**config.mk**
```make
export PLATFORM = sky130hd
export DESIGN_NAME = dvi_tx_top
export DESIGN_NICKNAME = d
export VERILOG_FILES = /design/src/common/video_pkg.sv /design/src/source/video_timing.sv /design/src/source/color_bar_gen.sv /design/src/tmds/tmds_encoder.sv /design/src/source/dvi_tx_top.sv
export SDC_FILE = /design/constraint.sdc
export NUM_CORES = 1
export LEC_CHECK = 0
export ABC_AREA = 1
export BUFFER_PORTS_ARGS = -buffer_cell sky130_fd_sc_hd__buf_2
export CORE_ASPECT_RATIO = 0.6
export CORE_MARGIN = 5
export CORE_UTILIZATION = 40
export CTS_CLUSTER_SIZE = 30
export DETAILED_ROUTE_END_ITERATION = 8
export SLEW_MARGIN = 20
export SYNTH_ARGS = -nofsm -noshare
export SYNTH_HDL_FRONTEND = slang
export SYNTH_SLANG_ARGS = --single-unit
```
**constraint.sdc**
```tcl
create_clock -name i_clk -period 5.85 [get_ports i_clk]
set_input_delay 1.17 -clock i_clk [delete_from_list [all_inputs] [get_ports i_clk]]
set_output_delay 1.17 -clock i_clk [all_outputs]
set_load 0.005 [all_outputs]
```
**src/common/video_pkg.sv**
```systemverilog
`default_nettype none

package video_pkg;

    // horizontal timing in pixels, blanking follows active
    localparam int H_ACTIVE = 16;
    localparam int H_FRONT  = 2;
    localparam int H_SYNC   = 4;
    localparam int H_BACK   = 2;
    localparam int H_TOTAL  = H_ACTIVE + H_FRONT + H_SYNC + H_BACK;

    // vertical timing in whole lines
    localparam int V_ACTIVE = 8;
    localparam int V_FRONT  = 1;
    localparam int V_SYNC   = 2;
    localparam int V_BACK   = 1;
    localparam int V_TOTAL  = V_ACTIVE + V_FRONT + V_SYNC + V_BACK;

    // counter widths, sized for H_TOTAL and V_TOTAL
    localparam int X_W = 5;
    localparam int Y_W = 4;

    // TMDS control symbols, suffix is {vsync, hsync}
    localparam logic [9:0] CTRL_SYM_00 = 10'b1101010100;
    localparam logic [9:0] CTRL_SYM_01 = 10'b0010101011;
    localparam logic [9:0] CTRL_SYM_10 = 10'b0101010100;
    localparam logic [9:0] CTRL_SYM_11 = 10'b1010101011;

    // colour bars as {r, g, b}, left to right
    localparam logic [23:0] BAR_COLORS [0:7] = '{
        24'hFFFFFF,
        24'hFFFF00,
        24'h00FFFF,
        24'h00FF00,
        24'hFF00FF,
        24'hFF0000,
        24'h0000FF,
        24'h000000
    };

    // position and sync state of the current pixel
    typedef struct packed {
        logic [X_W-1:0] x;
        logic [Y_W-1:0] y;
        logic           hsync;
        logic           vsync;
        // high outside the active area
        logic           blank;
    } timing_t;

    typedef struct packed {
        logic [7:0] r;
        logic [7:0] g;
        logic [7:0] b;
    } pixel_t;

    // one pixel clock worth of video for the encoders
    typedef struct packed {
        pixel_t pix;
        logic   hsync;
        logic   vsync;
        logic   blank;
    } video_beat_t;

endpackage

`default_nettype wire

```
**src/source/video_timing.sv**
```systemverilog
`timescale 1ns/1ps
`default_nettype none

module video_timing (
    input  logic               i_clk,
    input  logic               i_rst,
    output video_pkg::timing_t o_timing
);
    import video_pkg::*;

    localparam logic [X_W-1:0] X_LAST   = X_W'(H_TOTAL - 1);
    localparam logic [X_W-1:0] X_ACT    = X_W'(H_ACTIVE);
    localparam logic [X_W-1:0] HS_START = X_W'(H_ACTIVE + H_FRONT);
    localparam logic [X_W-1:0] HS_END   = X_W'(H_ACTIVE + H_FRONT + H_SYNC);

    localparam logic [Y_W-1:0] Y_LAST   = Y_W'(V_TOTAL - 1);
    localparam logic [Y_W-1:0] Y_ACT    = Y_W'(V_ACTIVE);
    localparam logic [Y_W-1:0] VS_START = Y_W'(V_ACTIVE + V_FRONT);
    localparam logic [Y_W-1:0] VS_END   = Y_W'(V_ACTIVE + V_FRONT + V_SYNC);

    // the counters live in the struct register itself
    timing_t        tim_q;
    timing_t        tim_next;
    logic [X_W-1:0] x_next;
    logic [Y_W-1:0] y_next;
    logic           line_end;

    always_comb begin
        line_end = (tim_q.x == X_LAST);

        if (line_end) begin
            x_next = '0;
        end else begin
            x_next = tim_q.x + 1'b1;
        end

        // line counter steps once per wrap of the pixel counter
        if (!line_end) begin
            y_next = tim_q.y;
        end else if (tim_q.y == Y_LAST) begin
            y_next = '0;
        end else begin
            y_next = tim_q.y + 1'b1;
        end

        // flags are decoded from the next position so they line up with it
        tim_next.x     = x_next;
        tim_next.y     = y_next;
        tim_next.blank = (x_next >= X_ACT) || (y_next >= Y_ACT);
        tim_next.hsync = (x_next >= HS_START) && (x_next < HS_END);
        tim_next.vsync = (y_next >= VS_START) && (y_next < VS_END);
    end

    always_ff @(posedge i_clk) begin
        if (i_rst) begin
            // position 0,0 with all flags low
            tim_q <= '0;
        end else begin
            tim_q <= tim_next;
        end
    end

    assign o_timing = tim_q;

endmodule

`default_nettype wire

```
**src/source/color_bar_gen.sv**
```systemverilog
`timescale 1ns/1ps
`default_nettype none

module color_bar_gen (
    input  logic                   i_clk,
    input  logic                   i_rst,
    input  video_pkg::timing_t     i_timing,
    output video_pkg::video_beat_t o_beat
);
    import video_pkg::*;

    // rows above this one show the bars, the rest the ramp
    localparam logic [Y_W-1:0] HALF_ROWS = Y_W'(V_ACTIVE / 2);

    pixel_t      pix_next;
    logic [2:0]  bar_idx;
    logic [7:0]  gray;
    video_beat_t beat_q;

    always_comb begin
        // bars are two pixels wide
        bar_idx = i_timing.x[3:1];
        // ramp steps by 16 per pixel across the active width
        gray = {i_timing.x[3:0], 4'h0};

        if (i_timing.blank) begin
            pix_next = '0;
        end else if (i_timing.y < HALF_ROWS) begin
            pix_next = BAR_COLORS[bar_idx];
        end else begin
            pix_next.r = gray;
            pix_next.g = gray;
            pix_next.b = gray;
        end
    end

    always_ff @(posedge i_clk) begin
        if (i_rst) begin
            beat_q <= '0;
        end else begin
            beat_q.pix   <= pix_next;
            // sync and blank ride along in the same stage
            beat_q.hsync <= i_timing.hsync;
            beat_q.vsync <= i_timing.vsync;
            beat_q.blank <= i_timing.blank;
        end
    end

    assign o_beat = beat_q;

endmodule

`default_nettype wire

```
**src/tmds/tmds_encoder.sv**
```systemverilog
`timescale 1ns/1ps
`default_nettype none

module tmds_encoder (
    input  logic       i_clk,
    input  logic       i_rst,
    input  logic [7:0] i_data,
    // bit 0 is hsync, bit 1 is vsync
    input  logic [1:0] i_ctrl,
    input  logic       i_blank,
    output logic [9:0] o_symbol
);
    import video_pkg::*;

    logic [3:0]        ones_data;
    logic              use_xnor;
    logic [8:0]        q_m;
    logic [3:0]        ones_qm;
    logic signed [4:0] bal;
    logic signed [4:0] disp_ext;
    logic signed [4:0] qm8_ext;
    logic signed [4:0] disp_calc;
    logic [9:0]        sym_next;

    // running disparity, (ones - zeros) / 2
    logic signed [3:0] disp_q;
    logic [9:0]        sym_q;
    // low for the first clock after reset while the pattern stage fills
    logic              primed_q;

    always_comb begin
        ones_data = '0;
        for (int i = 0; i < 8; i++) begin
            ones_data = ones_data + {3'b000, i_data[i]};
        end

        use_xnor = (ones_data > 4'd4) || ((ones_data == 4'd4) && !i_data[0]);

        // transition minimised word, bit 8 high for XOR
        q_m[0] = i_data[0];
        for (int i = 1; i < 8; i++) begin
            q_m[i] = use_xnor ? ~(q_m[i-1] ^ i_data[i]) : (q_m[i-1] ^ i_data[i]);
        end
        q_m[8] = ~use_xnor;

        ones_qm = '0;
        for (int i = 0; i < 8; i++) begin
            ones_qm = ones_qm + {3'b000, q_m[i]};
        end

        // word imbalance in the same halved units as the disparity
        bal      = $signed({1'b0, ones_qm}) - 5'sd4;
        disp_ext = disp_q;
        qm8_ext  = $signed({4'b0000, q_m[8]});

        if (i_blank) begin
            case (i_ctrl)
                2'b00:   sym_next = CTRL_SYM_00;
                2'b01:   sym_next = CTRL_SYM_01;
                2'b10:   sym_next = CTRL_SYM_10;
                default: sym_next = CTRL_SYM_11;
            endcase
            disp_calc = '0;
        end else if ((disp_q == 4'sd0) || (bal == 5'sd0)) begin
            // balanced case, bit 8 alone picks the polarity
            sym_next = {~q_m[8], q_m[8], q_m[8] ? q_m[7:0] : ~q_m[7:0]};
            if (q_m[8]) begin
                disp_calc = disp_ext + bal;
            end else begin
                disp_calc = disp_ext - bal;
            end
        end else if (disp_ext[4] == bal[4]) begin
            // word leans the same way as the line, invert it
            sym_next  = {1'b1, q_m[8], ~q_m[7:0]};
            disp_calc = disp_ext + qm8_ext - bal;
        end else begin
            sym_next  = {1'b0, q_m[8], q_m[7:0]};
            disp_calc = disp_ext - (5'sd1 - qm8_ext) + bal;
        end
    end

    always_ff @(posedge i_clk) begin
        if (i_rst) begin
            sym_q    <= '0;
            disp_q   <= '0;
            primed_q <= 1'b0;
        end else begin
            primed_q <= 1'b1;
            if (primed_q) begin
                sym_q  <= sym_next;
                disp_q <= disp_calc[3:0];
            end
        end
    end

    assign o_symbol = sym_q;

endmodule

`default_nettype wire

```
**src/source/dvi_tx_top.sv**
```systemverilog
`timescale 1ns/1ps
`default_nettype none

module dvi_tx_top (
    input  logic       i_clk,
    input  logic       i_rst,
    // blue, carries the syncs
    output logic [9:0] o_tmds_ch0,
    // green
    output logic [9:0] o_tmds_ch1,
    // red
    output logic [9:0] o_tmds_ch2
);
    import video_pkg::*;

    timing_t     timing;
    video_beat_t beat;
    pixel_t      pix;
    logic [1:0]  sync_ctrl;

    assign pix       = beat.pix;
    assign sync_ctrl = {beat.vsync, beat.hsync};

    video_timing u_timing (
        .i_clk    (i_clk),
        .i_rst    (i_rst),
        .o_timing (timing)
    );

    color_bar_gen u_pattern (
        .i_clk    (i_clk),
        .i_rst    (i_rst),
        .i_timing (timing),
        .o_beat   (beat)
    );

    tmds_encoder u_enc_b (
        .i_clk    (i_clk),
        .i_rst    (i_rst),
        .i_data   (pix.b),
        .i_ctrl   (sync_ctrl),
        .i_blank  (beat.blank),
        .o_symbol (o_tmds_ch0)
    );

    // green and red send control 00 in blanking
    tmds_encoder u_enc_g (
        .i_clk    (i_clk),
        .i_rst    (i_rst),
        .i_data   (pix.g),
        .i_ctrl   (2'b00),
        .i_blank  (beat.blank),
        .o_symbol (o_tmds_ch1)
    );

    tmds_encoder u_enc_r (
        .i_clk    (i_clk),
        .i_rst    (i_rst),
        .i_data   (pix.r),
        .i_ctrl   (2'b00),
        .i_blank  (beat.blank),
        .o_symbol (o_tmds_ch2)
    );

endmodule

`default_nettype wire

```
==> impl_results.md <==
* Setup WS pre-CTS at -144 ps
* CTS sink count at 73
* # setup viols final at 0
* CTS Buf Count at 9
* Row count at 35
* Total track usage at 17.1%
* Routed WL per cell at 13.9 um
* Highest clock rate at 172 MHz
* Crit. End Element: register
* Clk buf depth at 2
* Root buffer cell: clkbuf_16
* Clk_skew at 5.74 ps
* I/O pins at 32
* Number of global-route vias before repair at 4947
* Status: finished clean
* CP required at 6060 ps
* Largest net degree at the start of global routing at 43
* Delay-heaviest family, CP: adder cells
* Post-synth top area cell: dfxtp_1
* Synth Area in Adders at 25.9%
* CTS tree: yes
* Chip height at 106 um
* Ys flop type: dfxtp_1
* Port-buffer cells at 31
* Fin. max-slew vios at 0
* Initial antenna violation count at 0
* EDFF count, synth at 0
* Core area at 15200 um2
* Slew @ Worst Pin at 790 ps
* Most instantiated library cell after synthesis: nand2_1
* Insertion delay to the later sink of the worst-skew pair at 350 ps
* Post-Syn Instances at 821
* Post-layout nets at 1009
* Compound-Gate Fraction of Synth Area at 11.0%
* Total number of vias at 5291
* Die width at 170 um
* Util after Layout at 48.8%
* R2R Path Start: u_pattern.o_beat[23]
* H-Tree Depth at 3
* Tmin final at 5800 ps
* Critical path origin: u_pattern.o_beat[23]
* CP Depth at 31
* Initial Util at 40.4%
* Worst reg2reg path depth at 31
* Die Area at 18100 um2
* Top post-synthesis cells by count: nand2_1 (176), inv_1 (142), ha_1 (84)
* Largest family of logic cells by synthesized area: adder cells
* Vias per cell at 4.79
* Ys async rst share at 0%
* Worst slew margin at 47.2%
* Hold-fix buffers, CTS at 0
* CP endpoint: u_enc_r.disp_q[3]
* Sequential area share after synthesis at 23.7%
* RSZ-0062 raised after global routing: yes
* Synth unique cells at 46
* Final GP Congestion at 0.869
* HP Class: reg -> reg
* Placement Cell Area at 6760 um2
* Synth-to-Final Area Change at 20.8%
* Top post-synthesis cells by area: dfxtp_1 (24%), ha_1 (17%), nand2_1 (11%), fa_1 (8.8%), inv_1 (8.7%)
* Final Worst Setup Slack at 51.5 ps
* Worst hold slack at 413 ps
* Sum of buffers and inverters on the critical path at 7
* Crit Path Class: reg -> reg
* First-pass GRT wire length at 25.0 mm
* Seq cells post-synth at 73
* Mux share of post-synthesis cell area at 0%
* XOR/XNOR Fraction of Synth Area at 6.75%
* Synth Area in Simple Gates at 21.9%
* Number of max-cap violations at 0
* Crit path launch type: register
* R2R Setup Slk at 50 ps
* Part of the cycle the worst path needs at 99.1%
* YS warnings at 0
* Global route overflow at 0
* Detailed placement HPWL at 11.4 mm
* Layout cells sized above 1 at 22.8%
* TritonRoute pass-1 iters at 5
* Crit-path slowest cell: fa_2
* Routed wire length at 15.3 mm
* R2R Path End: u_enc_r.disp_q[3]
* Share of the synthesized area in the top cell type at 23.7%
* Fin area at 7430 um2
* Mean post-synth cell area at 7.50 um2
* Initial drt markers at 248
* Largest stage delay on the critical path at 580 ps
* Syn_nets at 934
* Crit-path max FO at 3
* Synth Cell Area at 6160 um2
* Clock slew at reported path FFs at 70 ps
* Hold Fails Final Rpt at 0
* DRC at 0
* CP arrival at 6010 ps
* Routed Antenna Nets at 0
* # diodes at 0
-- flip-flops by register name (all words and copies together), names as in the netlist --
name and count:
u_enc_b.disp_q 4, u_timing.o_timing 12, u_enc_g.disp_q 4, u_pattern.o_beat 18
u_enc_g.o_symbol 10, u_enc_b.o_symbol 10, u_enc_r.disp_q 4, u_enc_r.o_symbol 10
u_enc_g.primed_q 1
-- logic make-up (layout without fill, tap and decap cells) --
family	after synthesis	in the layout
AO/OA/AOI/OAI	118	118
AND/OR/NAND/NOR	305	305
flip-flops	73	73
buffers and inverters	170	250
adder cells (fa/ha/maj)	111	111
XOR/XNOR	44	44
-- timing repair --
action / CTS / global route
setup endpoints to repair: 5 / 33
cloned: 0 / 0
buffers inserted: 1 / 10
endpoints found under the hold margin: 0 / 0
pin swaps: 28 / 45
resized for setup: 33 / 49
-- worst register-to-register path: cells and delay by family (launching register included) --
kind,cells,cell delay [ps]
simple gates,13,1070
fa+ha+maj,9,3510
buf+inv,7,540
xor+xnor,1,150
compound gates,1,70
flops,1,330
-- worst min path at each step --
stage                     depth (start not counted)  slack [ps]             endpoint                 start
after floorplan                                   2         390  u_pattern.o_beat[1]  u_timing.o_timing[1]
after global placement                            2         400  u_pattern.o_beat[1]  u_timing.o_timing[1]
after detailed placement                          2         410  u_pattern.o_beat[2]  u_timing.o_timing[2]
after CTS                                         2         420  u_pattern.o_beat[1]  u_timing.o_timing[1]
after global routing                              2         440  u_pattern.o_beat[1]  u_timing.o_timing[1]
final                                             2         410  u_pattern.o_beat[1]  u_timing.o_timing[1]
-- metrics by stage --
stage / cells / TNS (ps)
2_1_floorplan: 821 / -35.5
3_3_place_gp: 1077 / -12.9
3_5_place_dp: 1077 / -339
4_1_cts: 1094 / -54.0
5_1_grt: 1104 / -754
6_report: 1104 / 0
-- cell usage in the layout (no fill, tap or decap), types with 9 or more instances in the layout --
| master | n |
|---|---|
| nand2_2 | 12 |
| nand2_1 | 168 |
| dfxtp_1 | 68 |
| xor2_1 | 24 |
| xnor2_1 | 14 |
| buf_4 | 44 |
| ha_1 | 78 |
| nand2_4 | 11 |
| inv_2 | 24 |
| o221ai_1 | 9 |
| inv_1 | 130 |
| clkbuf_16 | 9 |
| fa_1 | 16 |
| fa_2 | 11 |
| o21ai_0 | 23 |
| nor2_1 | 49 |
| nand3_1 | 27 |
| buf_2 | 31 |
| a21oi_1 | 50 |
-- final cells by class --
class	instances	area, um2
well taps	203	254
fillers	1509	7800
clock buffers	9	225
multi-input cells	578	4290
flip-flops and latches	73	1470
inverters	156	591
clock inverters	7	86.3
repair buffers	78	523
-- routing by layer --
| layer | vias to the layer above | GRT usage, % | wire length (um) |
|---|---|---|---|
| met1 | 2436 | 26.2 | 8250 |
| met3 | 17 | 3.94 | 779 |
| met2 | 112 | 24.1 | 6130 |
| met5 | - | 0 | 0 |
| li1 | 2726 | - | - |
| met4 | 0 | 3.59 | 167 |
Power is left out: the tool's default activity adds up to more than one toggle a clock period on the data nets, which glitch-free logic cannot reach.
